===== src/source/serial_alu_pkg.sv =====
package serial_alu_pkg;

   localparam int XLEN    = 32;
   localparam int CNT_W   = 6;
   localparam int SHAMT_W = 5;

   typedef enum logic [3:0] {
      OP_ADD  = 4'd0,
      OP_SUB  = 4'd1,
      OP_AND  = 4'd2,
      OP_OR   = 4'd3,
      OP_XOR  = 4'd4,
      OP_XNOR = 4'd5,
      OP_SLT  = 4'd6,
      OP_SLTU = 4'd7,
      OP_SLL  = 4'd8,
      OP_SRL  = 4'd9,
      OP_SRA  = 4'd10
   } alu_op_t;

   // ################################################
   // result select, compare select, boolean codes
   localparam logic [1:0] ALU_RESULT_ADD  = 2'd0;
   localparam logic [1:0] ALU_RESULT_SR   = 2'd1;
   localparam logic [1:0] ALU_RESULT_LT   = 2'd2;
   localparam logic [1:0] ALU_RESULT_BOOL = 2'd3;

   localparam logic ALU_CMP_EQ = 1'b0;
   localparam logic ALU_CMP_LT = 1'b1;

   localparam logic [1:0] BOOL_XOR  = 2'd0;
   localparam logic [1:0] BOOL_XNOR = 2'd1;
   localparam logic [1:0] BOOL_OR   = 2'd2;
   localparam logic [1:0] BOOL_AND  = 2'd3;

   localparam logic [15:0] BOOL_LUT = 16'h8E96;  // and, or, xnor, xor nibbles.

endpackage

===== src/source/alu_ctrl_if.sv =====
`timescale 1ns/100ps

interface alu_ctrl_if;

   logic       en;         // run pass.
   logic       init;       // init pass.
   logic       cnt_done;   // bit 31 of a pass.
   logic       sub;
   logic [1:0] bool_op;
   logic       cmp_sel;
   logic       cmp_uns;
   logic       shamt_en;   // init bits 0 to 4.
   logic       sh_right;
   logic       sh_signed;
   logic [1:0] rd_sel;

   modport seq (
      output en, init, cnt_done, sub, bool_op, cmp_sel, cmp_uns,
      output shamt_en, sh_right, sh_signed, rd_sel
   );

   modport alu (
      input en, init, cnt_done, sub, bool_op, cmp_sel, cmp_uns,
      input shamt_en, sh_right, sh_signed, rd_sel
   );

endinterface


===== src/source/serial_alu_top.sv =====
`timescale 1ns/100ps

module serial_alu_top
   import serial_alu_pkg::*;
(
   input  logic            clk,
   input  logic            i_reset,
   input  logic            i_start,
   input  alu_op_t         i_op,
   input  logic [XLEN-1:0] i_rs1,
   input  logic [XLEN-1:0] i_op_b,
   output logic            o_busy,
   output logic            o_done,
   output logic            o_cmp,
   output logic [XLEN-1:0] o_result
);

   logic rs1_bit;
   logic op_b_bit;
   logic buf_bit;
   logic rd_bit;
   logic cmp_bit;

   alu_ctrl_if ctrl ();

   alu_sequencer u_seq (
      .clk        (clk),
      .i_reset    (i_reset),
      .i_start    (i_start),
      .i_op       (i_op),
      .i_rs1      (i_rs1),
      .i_op_b     (i_op_b),
      .i_rd_bit   (rd_bit),
      .i_cmp_bit  (cmp_bit),
      .ctrl       (ctrl.seq),
      .o_rs1_bit  (rs1_bit),
      .o_op_b_bit (op_b_bit),
      .o_buf_bit  (buf_bit),
      .o_busy     (o_busy),
      .o_done     (o_done),
      .o_cmp      (o_cmp),
      .o_result   (o_result)
   );

   serial_alu u_alu (
      .clk     (clk),
      .i_reset (i_reset),
      .ctrl    (ctrl.alu),
      .i_rs1   (rs1_bit),
      .i_op_b  (op_b_bit),
      .i_buf   (buf_bit),
      .o_cmp   (cmp_bit),
      .o_rd    (rd_bit)
   );

endmodule


===== src/source/alu_sequencer.sv =====
`timescale 1ns/100ps

module alu_sequencer
   import serial_alu_pkg::*;
(
   input  logic            clk,
   input  logic            i_reset,
   input  logic            i_start,
   input  alu_op_t         i_op,
   input  logic [XLEN-1:0] i_rs1,
   input  logic [XLEN-1:0] i_op_b,
   input  logic            i_rd_bit,
   input  logic            i_cmp_bit,
   alu_ctrl_if.seq         ctrl,
   output logic            o_rs1_bit,
   output logic            o_op_b_bit,
   output logic            o_buf_bit,
   output logic            o_busy,
   output logic            o_done,
   output logic            o_cmp,
   output logic [XLEN-1:0] o_result
);

   logic [CNT_W-1:0] cnt;
   logic             init_r;
   logic             en_r;
   logic             accept;
   logic             last_bit;
   logic [XLEN-1:0]  rs1_r;
   logic [XLEN-1:0]  op_b_r;
   logic [1:0]       rd_sel_d;
   logic [1:0]       bool_op_d;
   logic [1:0]       rd_sel_r;
   logic [1:0]       bool_op_r;
   logic             sub_r;
   logic             cmp_sel_r;
   logic             cmp_uns_r;
   logic             sh_right_r;
   logic             sh_signed_r;

   assign accept   = i_start & ~o_busy;
   assign last_bit = (init_r | en_r) & (&cnt[CNT_W-2:0]);

   // ################################################
   // pass control
   always_ff @(posedge clk) begin
      if (i_reset) begin
         o_busy <= 1'b0;
         o_done <= 1'b0;
         init_r <= 1'b0;
         en_r   <= 1'b0;
         cnt    <= '0;
      end else begin
         o_done <= 1'b0;
         if (accept) begin
            o_busy <= 1'b1;
            cnt    <= '0;
         end else if (last_bit) begin
            init_r <= 1'b0;
            en_r   <= init_r;  // init hands over to run.
            o_busy <= init_r;
            o_done <= en_r;
            cnt    <= cnt + 1'b1;
         end else if (init_r | en_r) begin
            cnt <= cnt + 1'b1;
         end else if (o_busy) begin
            init_r <= 1'b1;  // one gap cycle after start.
         end
      end
   end

   // operands rotate back to where they started.
   always_ff @(posedge clk) begin
      if (accept) begin
         rs1_r  <= i_rs1;
         op_b_r <= i_op_b;
      end else if (init_r | en_r) begin
         rs1_r  <= {rs1_r[0], rs1_r[XLEN-1:1]};
         op_b_r <= {op_b_r[0], op_b_r[XLEN-1:1]};
      end
   end

   // ################################################
   // operation decode
   always_comb begin
      case (i_op)
         OP_AND, OP_OR, OP_XOR, OP_XNOR: rd_sel_d = ALU_RESULT_BOOL;
         OP_SLT, OP_SLTU:                rd_sel_d = ALU_RESULT_LT;
         OP_SLL, OP_SRL, OP_SRA:         rd_sel_d = ALU_RESULT_SR;
         default:                        rd_sel_d = ALU_RESULT_ADD;
      endcase
      case (i_op)
         OP_AND:  bool_op_d = BOOL_AND;
         OP_OR:   bool_op_d = BOOL_OR;
         OP_XNOR: bool_op_d = BOOL_XNOR;
         default: bool_op_d = BOOL_XOR;
      endcase
   end

   always_ff @(posedge clk) begin
      if (i_reset) begin
         rd_sel_r    <= ALU_RESULT_ADD;
         bool_op_r   <= BOOL_XOR;
         sub_r       <= 1'b0;
         cmp_sel_r   <= ALU_CMP_EQ;
         cmp_uns_r   <= 1'b0;
         sh_right_r  <= 1'b0;
         sh_signed_r <= 1'b0;
      end else if (accept) begin
         rd_sel_r    <= rd_sel_d;
         bool_op_r   <= bool_op_d;
         sub_r       <= (i_op == OP_SUB);
         cmp_sel_r   <= (rd_sel_d == ALU_RESULT_LT) ? ALU_CMP_LT : ALU_CMP_EQ;
         cmp_uns_r   <= (i_op == OP_SLTU);
         sh_right_r  <= (i_op == OP_SRL) | (i_op == OP_SRA);
         sh_signed_r <= (i_op == OP_SRA);
      end
   end

   // ################################################
   // result collection
   always_ff @(posedge clk) begin
      if (i_reset) begin
         o_cmp    <= 1'b0;
         o_result <= '0;
      end else begin
         if (init_r & last_bit) begin
            o_cmp <= i_cmp_bit;
         end
         if (en_r) begin
            o_result <= {i_rd_bit, o_result[XLEN-1:1]};  // lsb arrives first.
         end
      end
   end

   assign o_rs1_bit  = rs1_r[0];
   assign o_op_b_bit = op_b_r[0];
   assign o_buf_bit  = rs1_r[0];

   assign ctrl.en        = en_r;
   assign ctrl.init      = init_r;
   assign ctrl.cnt_done  = last_bit;
   assign ctrl.sub       = sub_r;
   assign ctrl.bool_op   = bool_op_r;
   assign ctrl.cmp_sel   = cmp_sel_r;
   assign ctrl.cmp_uns   = cmp_uns_r;
   assign ctrl.shamt_en  = init_r & (cnt < CNT_W'(SHAMT_W));
   assign ctrl.sh_right  = sh_right_r;
   assign ctrl.sh_signed = sh_signed_r;
   assign ctrl.rd_sel    = rd_sel_r;

endmodule


===== src/source/serial_alu.sv =====
`timescale 1ns/100ps

module serial_alu
   import serial_alu_pkg::*;
(
   input  logic    clk,
   input  logic    i_reset,
   alu_ctrl_if.alu ctrl,
   input  logic    i_rs1,
   input  logic    i_op_b,
   input  logic    i_buf,
   output logic    o_cmp,
   output logic    o_rd
);

   logic en_r;
   logic plus_1;
   logic b_inv_plus_1;
   logic add_b;
   logic result_add;
   logic result_sh;
   logic result_lt;
   logic result_lt_r;
   logic result_eq;
   logic eq_r;
   logic result_bool;

   // ################################################
   // add and subtract
   assign plus_1 = ctrl.en & ~en_r;  // first run bit only.

   ser_add u_neg (
      .clk     (clk),
      .i_reset (i_reset),
      .i_a     (~i_op_b),
      .i_b     (plus_1),
      .i_clr   (~ctrl.en),
      .o_q     (b_inv_plus_1),
      .o_carry ()
   );

   assign add_b = ctrl.sub ? b_inv_plus_1 : i_op_b;

   ser_add u_add (
      .clk     (clk),
      .i_reset (i_reset),
      .i_a     (i_rs1),
      .i_b     (add_b),
      .i_clr   (~ctrl.en),
      .o_q     (result_add),
      .o_carry ()
   );

   ser_shift u_shift (
      .clk         (clk),
      .i_reset     (i_reset),
      .i_load      (ctrl.init),
      .i_shamt_en  (ctrl.shamt_en),
      .i_shamt_bit (i_op_b),
      .i_d         (i_buf),
      .i_right     (ctrl.sh_right),
      .i_signed    (ctrl.sh_signed),
      .o_q         (result_sh)
   );

   // ################################################
   // compare
   ser_lt u_lt (
      .clk    (clk),
      .i_a    (i_rs1),
      .i_b    (i_op_b),
      .i_clr  (~ctrl.init),
      .i_sign (ctrl.cnt_done & ~ctrl.cmp_uns),
      .o_q    (result_lt)
   );

   assign result_eq   = eq_r & (i_rs1 == i_op_b);
   assign result_bool = BOOL_LUT[{ctrl.bool_op, i_rs1, i_op_b}];
   assign o_cmp       = (ctrl.cmp_sel == ALU_CMP_EQ) ? result_eq : result_lt;

   always_ff @(posedge clk) begin
      if (i_reset) begin
         en_r        <= 1'b0;
         eq_r        <= 1'b1;
         result_lt_r <= 1'b0;
      end else begin
         en_r <= ctrl.en;
         eq_r <= ctrl.init ? result_eq : 1'b1;
         if (ctrl.init & ctrl.cnt_done) begin
            result_lt_r <= result_lt;  // held for run bit 0.
         end else if (!ctrl.init) begin
            result_lt_r <= 1'b0;
         end
      end
   end

   always_comb begin
      case (ctrl.rd_sel)
         ALU_RESULT_ADD: o_rd = result_add;
         ALU_RESULT_SR:  o_rd = result_sh;
         ALU_RESULT_LT:  o_rd = result_lt_r;
         default:        o_rd = result_bool;
      endcase
   end

endmodule


===== src/source/ser_shift.sv =====
`timescale 1ns/100ps

module ser_shift
   import serial_alu_pkg::*;
(
   input  logic clk,
   input  logic i_reset,
   input  logic i_load,
   input  logic i_shamt_en,
   input  logic i_shamt_bit,
   input  logic i_d,
   input  logic i_right,
   input  logic i_signed,
   output logic o_q
);

   logic [XLEN-1:0]    buffer;
   logic [SHAMT_W-1:0] shamt;
   logic [SHAMT_W-1:0] zero_cnt;
   logic               fill;
   logic               left_go;

   assign fill    = i_signed & buffer[XLEN-1];  // sign for sra, else zero.
   assign left_go = (zero_cnt == '0);

   // ################################################
   // operand buffer
   always_ff @(posedge clk) begin
      if (i_load) begin
         buffer <= {i_d, buffer[XLEN-1:1]};  // fill from the top.
      end else if (i_right | left_go) begin
         buffer <= {fill, buffer[XLEN-1:1]};
      end
   end

   // ################################################
   // shift amount and left zero counter
   always_ff @(posedge clk) begin
      if (i_reset) begin
         shamt    <= '0;
         zero_cnt <= '0;
      end else begin
         if (i_shamt_en) begin
            shamt <= {i_shamt_bit, shamt[SHAMT_W-1:1]};
         end
         if (i_load) begin
            zero_cnt <= shamt;  // final value on last init bit.
         end else if (!left_go) begin
            zero_cnt <= zero_cnt - 1'b1;
         end
      end
   end

   // right reads ahead, left waits out the zeros.
   assign o_q = i_right ? buffer[shamt] : (left_go & buffer[0]);

endmodule


===== src/source/ser_lt.sv =====
`timescale 1ns/100ps

module ser_lt (
   input  logic clk,
   input  logic i_a,
   input  logic i_b,
   input  logic i_clr,
   input  logic i_sign,
   output logic o_q
);

   logic lt_r;
   logic bit_lt;
   logic bit_eq;

   // on the sign bit a set a means a negative.
   assign bit_lt = i_sign ? (i_a & ~i_b) : (~i_a & i_b);
   assign bit_eq = ~(i_a ^ i_b);
   assign o_q    = bit_lt | (bit_eq & lt_r);  // upper bits win.

   always_ff @(posedge clk) begin
      lt_r <= i_clr ? 1'b0 : o_q;
   end

endmodule


===== src/source/ser_add.sv =====
`timescale 1ns/100ps

module ser_add (
   input  logic clk,
   input  logic i_reset,
   input  logic i_a,
   input  logic i_b,
   input  logic i_clr,
   output logic o_q,
   output logic o_carry
);

   logic carry_r;

   assign o_q     = i_a ^ i_b ^ carry_r;
   assign o_carry = (i_a & i_b) | (carry_r & (i_a ^ i_b));  // carry out of this bit.

   always_ff @(posedge clk) begin
      if (i_reset | i_clr) begin
         carry_r <= 1'b0;
      end else begin
         carry_r <= o_carry;
      end
   end

endmodule


===== config.mk =====
export PLATFORM = sky130hd
export DESIGN_NAME = serial_alu_top
export DESIGN_NICKNAME = d
export VERILOG_FILES = /design/src/source/serial_alu_pkg.sv /design/src/source/alu_ctrl_if.sv /design/src/source/serial_alu_top.sv /design/src/source/alu_sequencer.sv /design/src/source/serial_alu.sv /design/src/source/ser_shift.sv /design/src/source/ser_lt.sv /design/src/source/ser_add.sv
export SDC_FILE = /design/constraint.sdc
export NUM_CORES = 1
export LEC_CHECK = 0
export BUFFER_PORTS_ARGS = -buffer_cell sky130_fd_sc_hd__buf_2
export CAP_MARGIN = 20
export CORE_ASPECT_RATIO = 0.7
export CORE_MARGIN = 2
export CORE_UTILIZATION = 51
export CTS_CLUSTER_SIZE = 30
export DETAILED_ROUTE_END_ITERATION = 10
export PLACE_DENSITY = 0.76
export SKIP_LAST_GASP = 1
export SLEW_MARGIN = 30
export SYNTH_ARGS = -nofsm -noshare
export SYNTH_HDL_FRONTEND = slang
export SYNTH_SLANG_ARGS = --single-unit

===== constraint.sdc =====
create_clock -name clk -period 2.65 [get_ports clk]
set_input_delay 0 -clock clk [delete_from_list [all_inputs] [get_ports clk]]
set_output_delay 0 -clock clk [all_outputs]
set_load 0.02 [all_outputs]

# [Yosys cells after proc, flatten, opt, wreduce, memory -nomap -nowiden]
# Memory sizes are Yosys's and may differ from the RTL's.
# Cells that the tools add are included.
[totals] n_memories=2 output_inout_bits=35 reg_bits=164 inputBits=71 wordCells=124 romBits=48
[op_classes] magnitude_cmp=3 eq_ne=14 addsub=2 n_bitwise=38 muxes=27 n_reduce_logical=13
[memory_table] memory="(name not given)" words=16 word_bits=2 rd=1 rd_clocked_by_memory_dff=0 write_ports=0 line="alu_sequencer.sv:86" text="case (i_op)"
[memory_table] memory="(name not given)" words=16 word_bits=1 rd=1 rd_clocked_by_memory_dff=0 write_ports=0 line="serial_alu.sv:78" text="assign result_bool = BOOL_LUT[{ctrl.bool_op, i_rs1, i_op_b}];"
[ops] operator="two-way mux 32 bit" count=6
[ops] operator="AND 1 bit" count=16
[ops] operator="two-way mux 1 bit" count=14
[ops] operator="two-way mux 6 bit" count=2
[ops] operator="two-way mux 5 bit" count=2
[ops] operator="NOT 1 bit" count=10
[ops] operator="nonzero test 2 bit" count=5
[ops] operator="== test 4 x 2 -> 1 bit (second input constant)" count=2
[ops] operator="== test 4 x 3 -> 1 bit (second input constant)" count=2
[ops] operator="== test 4 bit (second input constant)" count=2
[ops] operator="OR 1 bit" count=7
[ops] operator="adder 6 x 1 -> 6 bit (second input constant)" count=1
[ops] operator="less-than comparator 5 x 6 -> 1 bit (second input constant)" count=1
[ops] operator="less-than comparator 6 x 3 -> 1 bit (second input constant)" count=1
[ops] operator="one-hot mux 2 bit (3 select lines)" count=1
[ops] operator="binary-select mux 1 bit (select 5 bit)" count=1
[ops] operator="logical NOT 5 bit" count=1
[ops] operator="less-than comparator 4 x 5 -> 1 bit (second input constant)" count=1
[ops] operator="AND reduction 5 bit" count=1
[ops] operator="subtractor 5 x 1 -> 5 bit (second input constant)" count=1
[ops] operator="bitwise XOR 1 bit" count=5
[ops] operator="== test 2 bit (second input constant)" count=2
[ops] operator="== test 4 x 1 -> 1 bit (second input constant)" count=1
[ops] operator="!= test 2 x 1 -> 1 bit (second input constant)" count=2
[ops] operator="other kinds (9)" count=10

# [Longest topological paths before layout]
[logic_depth] word_depth=8 depth_mapped=12 mapped_depth_nobuf=10

# [Hierarchy]
# From an unflattened synthesis, not the netlist that was laid out.
[hier_totals] hier_cells=640 hier_area_um2=6942.9
[by_module_without_submodules] module="alu_sequencer" seq_area_each_um2=2962.8 area_each_um2=4744.6 cells_per_inst=483 instances=1
[by_module_without_submodules] module="ser_shift" seq_area_each_um2=1161.1 area_each_um2=1785.5 cells_per_inst=115 instances=1
[by_module_without_submodules] module="serial_alu" seq_area_each_um2=60.1 area_each_um2=207.7 cells_per_inst=26 instances=1
[by_module_without_submodules] module="ser_add" seq_area_each_um2=20.0 area_each_um2=52.6 cells_per_inst=3 instances=2
[by_module_without_submodules] module="ser_lt" seq_area_each_um2=20.0 area_each_um2=100.1 cells_per_inst=10 instances=1

# [Worst setup path before layout]
# Ideal clock, no wire load.
[synth_path] kind="reg-to-reg" from="reg u_seq.o_busy" to="reg u_seq.op_b_r[0], enable pin" arrival_time_ns=2.388 slack_ns=-0.428 setup_time_ns=0.690 t_required_ns=1.960 n_path_buf=3 path_stages_with_launch=6 period_less_slack_ns=3.078 cell_sequence="dfxtp_1 nand2b_1 clkbuf_1 clkbuf_1 buf_2 nand2_1"
[synth_via] elab_chain_cells=3
[synth_lines] element="start, declared" line="alu_sequencer.sv:18" text="output logic o_busy,"
[synth_lines] element="start signal, assigned" line="alu_sequencer.sv:61" text="o_busy <= init_r;"
[synth_lines] element="NOT 1 bit" line="alu_sequencer.sv:41" text="assign accept = i_start & ~o_busy;"
[synth_lines] element="AND 1 bit" line="alu_sequencer.sv:41"
[synth_lines] element="nonzero test 2 bit (no line)"
[synth_lines] element="end signal, assigned" line="alu_sequencer.sv:76" text="op_b_r <= i_op_b;"
[synth_lines] element="end signal, assigned" line="alu_sequencer.sv:79" text="op_b_r <= {op_b_r[0], op_b_r[XLEN-1:1]};"
[synth_lines] element="end, declared" line="alu_sequencer.sv:30" text="logic [XLEN-1:0] op_b_r;"
# No other way between the ends.
# A chain may end at the register's enable or synchronous reset.

# [Worst setup path after layout]
[layout_path] from="reg u_seq.op_b_r[0]" to="reg u_seq.o_result[31]"
[layout_via] elab_chain_cells=7 word_cells_on_any_way=9 cone_classes="mux (3); bitwise (5); memory (1)"
[layout_lines] element="branches (longest 6 deep; another with memory (16 x 1 bit))"
[layout_lines] element="one-hot mux 1 bit (3 select lines) *" line="serial_alu.sv:98" text="case (ctrl.rd_sel)"
[layout_lines] element="end signal, assigned" line="alu_sequencer.sv:131" text="o_result <= {i_rd_bit, o_result[XLEN-1:1]};"
[layout_lines] element="end, declared" line="alu_sequencer.sv:21" text="output logic [XLEN-1:0] o_result"
# Mark *: on every way between the ends. The select of a mux whose other input is x is not followed.

==> results.yml <==
logic_synthesis:
  ys.flop_type: "edfxtp_1"
  synth_common_cells: "211 x nand2_1, 96 x edfxtp_1, 68 x dfxtp_1, 57 x nor2_1, 41 x mux2i_1"
  synth.largest_area_cell: "edfxtp_1"
  synth_top_area_share_pct: 41.9
  yosys_register_bits: 164
  syn_area_mm2: 0.00688
  synth_seq_area_share_pct: 61.7
  syn_nets: 721
  synth.area.top_cells: "edfxtp_1 42%, dfxtp_1 20%, nand2_1 12%"
  synth_cells: 638
  synth.most_common_cell: "nand2_1"
  synth.distinct_cells: 47
  synth_edf_count: 96
  ys.warnings.count: 0
  avgSynthCellArea_um2: 10.8
  synth-async-reset-ratio_pct: 0
worst_setup_path:
  crit_fanout: 2
  cp-start-kind: "flip-flop"
  crit_type: "flip-flop to flip-flop"
  r2r_cells: 10
  cp_cell_sequence: "inv_1, fa_1, nand2_1, o21ai_0, fa_1, nor2b_1, nor3b_2, nand4_1, a21oi_2, a2111oi_2"
  cp.required_ns: 2.94
  slowest_stage: "fa_1"
  cp_common_cell: "fa_1"
  max_stage_delay_ns: 0.51
  cp-end-kind: "flip-flop"
  crit_arrival_ns: 2.83
route:
  routed.top_layer: "met4"
  route.detailed.drc: 0
  drt_pass1_iterations: 5
  via_per_inst: 5.22
  vias: 5282
  wl_per_cell_um: 15.7
  wl_met2_um: 7480
  detail_route.iter0.violations: 411
  wl_met1_um: 6920
  postRouteAntennaNets: 0
  route.met3.wl_um: 962
  drt_wl_total_um: 15900
sta:
  hold_ws_ns: 0.372
  finalSetupViolations: 0
  maxSlewViolCount: 0
  worst_slew_pin_slew_ns: 0.786
  min_period_ns: 2.54
  fmax_mhz: 393
  hold_viol: 0
  relSlewSlack_pct: 47.3
  finalSetupTns_ns: 0
  rsz0062_at_grt: "false"
  skew_ns: 0.00928
  period_share_pct: 95.9
power_and_ir_drop:
  leakage_nw: 3.73
  ir_drop_mv: 0.561
  seq_power_share_pct: 51.2
  p_clk_share_pct: 34.1
  total_power_mw: 6.93
  power.density_mw_per_mm2: 779
  p_int_mw: 5.10
  p_sw_mw: 1.83
  combPwrFrac_pct: 14.7
  swShare_pct: 26.4
cts:
  htree_levels: 4
  clk_pin_slew_ns: 0.06
  cts.path.max_buffers: 2
  cts_tree: "yes"
  insertion_delay_ns: 0.42
  cts_root_buffer: "clkbuf_16"
  cts_buffers: 17
  cts.sinks: 164
cells_and_area:
  fin_util_pct: 67.5
  drive_gt1_share_pct: 20.2
  area_growth_pct: 29.3
  nets: 897
  insertedDiodeCount: 0
  final_cells: 1012
  fill_cells: 936
placement:
  placed_cells: 906
  port_buffers: 105
  gp_congestion: 0.780
  place_hpwl_um: 9240
global_routing:
  grt_usage_pct: 23.0
  grt_pass1_wl_um: 25600
  grt_start_max_net_pins: 53
  grt_antenna_before_repair: 0
  gr-total-overflow: 0
  grt_pass1_vias: 5288
run_status:
  status: "complete, no violations"
floorplan:
  pin_count: 106
  die_y_um: 101
  core_mm2: 0.0132
  dieArea_mm2: 0.0145
  initial_core_util_pct: 52.2
  die_x_um: 143
  rows: 35
flow_run:
  maxCapViolCount: 0
min_path:
  hold_depth: 4
  min_path_type: "input pin to flip-flop"
cell families after synthesis:
group,count (synthesis),share of synthesized area (%)
compound gates,43,3.73
xor+xnor,8,1.02
fa+ha+maj,12,2.40
buf+inv,45,3.20
flops,164,61.7
mux,49,8.63
simple gates,317,19.4
worst max-delay path, delay by kind of cell, from the launching register on:
| kind | cells | cell delay [ns] |
|---|---|---|
| adder cells (fa/ha/maj) | 2 | 0.93 |
| AO/OA/AOI/OAI | 3 | 0.54 |
| AND/OR/NAND/NOR | 4 | 0.42 |
| flip-flops | 1 | 0.40 |
| buffers and inverters | 1 | 0.13 |
power by group through the flow:
| stage | logic [mW] | registers, mW | clock network, mW |
|---|---|---|---|
| after floorplan | 0.659 | 3.50 | 0 |
| after global placement | 0.857 | 3.56 | 0 |
| after detailed placement | 0.904 | 3.59 | 0 |
| after CTS | 1.00 | 3.54 | 2.38 |
| after global routing | 1.13 | 3.59 | 2.50 |
| final | 1.02 | 3.55 | 2.36 |
layout by cell type, fill, tap and decap left out, types with 2 or more instances in the layout:
cell,Yosys,final
or3_1,2,2
dlygate4sd3_1,0,73
o21ai_0,10,10
mux2i_1,41,41
inv_1,10,10
nor3b_1,4,3
xnor2_1,5,5
nor2b_1,6,4
buf_4,0,13
xor2_1,3,3
nand3_1,5,5
and2_1,3,3
nor3_1,9,9
nand3b_1,2,2
a21oi_2,1,2
and3_1,2,2
ha_1,10,10
nand2b_1,5,4
clkbuf_1,26,2
fa_1,2,2
a21oi_1,21,20
a211oi_1,2,2
clkinvlp_4,0,5
nand4b_1,2,2
dfxtp_1,68,67
edfxtp_1,96,96
a211o_1,2,2
mux4_2,7,7
inv_8,0,2
buf_2,4,105
nand4_1,3,3
inv_6,0,2
nand2_1,211,210
nor2_1,57,57
clkbuf_16,0,17
area by class of cell:
type                            count  area [um2]  share of cell area (%)
Clock buffer                       20         447                    5.02
Clock inverter                     12         121                    1.36
Inverter                           10        37.5                   0.422
Multi-Input combinational cell    429        2440                    27.4
Sequential cell                   164        4250                    47.7
Tap cell                          185         231                    2.60
Timing Repair Buffer              192        1370                    15.4
metrics by stage:
stage / worst slack, ns / instance area (um2)
2_1_floorplan: 0.0387 / 6900
3_3_place_gp: 0.251 / 7590
3_5_place_dp: 0.125 / 7590
4_1_cts: 0.0644 / 8890
5_1_grt: 0.0156 / 8900
6_report: 0.108 / 8900
repair_timing:
| item | 4_1_cts | 5_1_grt |
|---|---|---|
| hold endpoints to repair | 78 | 0 |
| buffers inserted | 0 | 1 |
| hold buffers | 73 | 0 |
| gates resized for setup | 0 | 1 |
| setup endpoints to repair | 0 | 1 |
final timing paths:
check | from | end | slack (ns)
setup reg to reg | u_seq.op_b_r[0]$_DFFE_PP_ | u_seq.o_result[31]$_SDFFE_PP0P_ | 0.11
hold reg to reg | u_alu.u_shift.buffer[6]$_DFFE_PP_ | u_alu.u_shift.buffer[5]$_DFFE_PP_ | 0.45
hold / removal | i_rs1[10] | u_seq.rs1_r[10]$_DFFE_PP_ | 0.37
setup / recovery | u_seq.op_b_r[0]$_DFFE_PP_ | u_seq.o_result[31]$_SDFFE_PP0P_ | 0.11
routing by layer:
layer / vias up / track usage, %
met5: - / 0
met2: 209 / 37.3
met1: 2513 / 29.8
met3: 45 / 5.72
met4: 0 / 9.98
li1: 2515 / -
registers in the layout, indices dropped and copies added (netlist names), 2 cells and up:
name	flops
u_alu.u_shift.zero_cnt	5
u_alu.u_shift.buffer	32
u_seq.cnt	6
u_seq.op_b_r	32
u_alu.u_shift.shamt	5
u_seq.rs1_r	32
u_seq.ctrl.bool_op	2
u_seq.o_result	32
u_seq.ctrl.rd_sel	2
No activity file was read; power rests on OpenSTA's default activity.
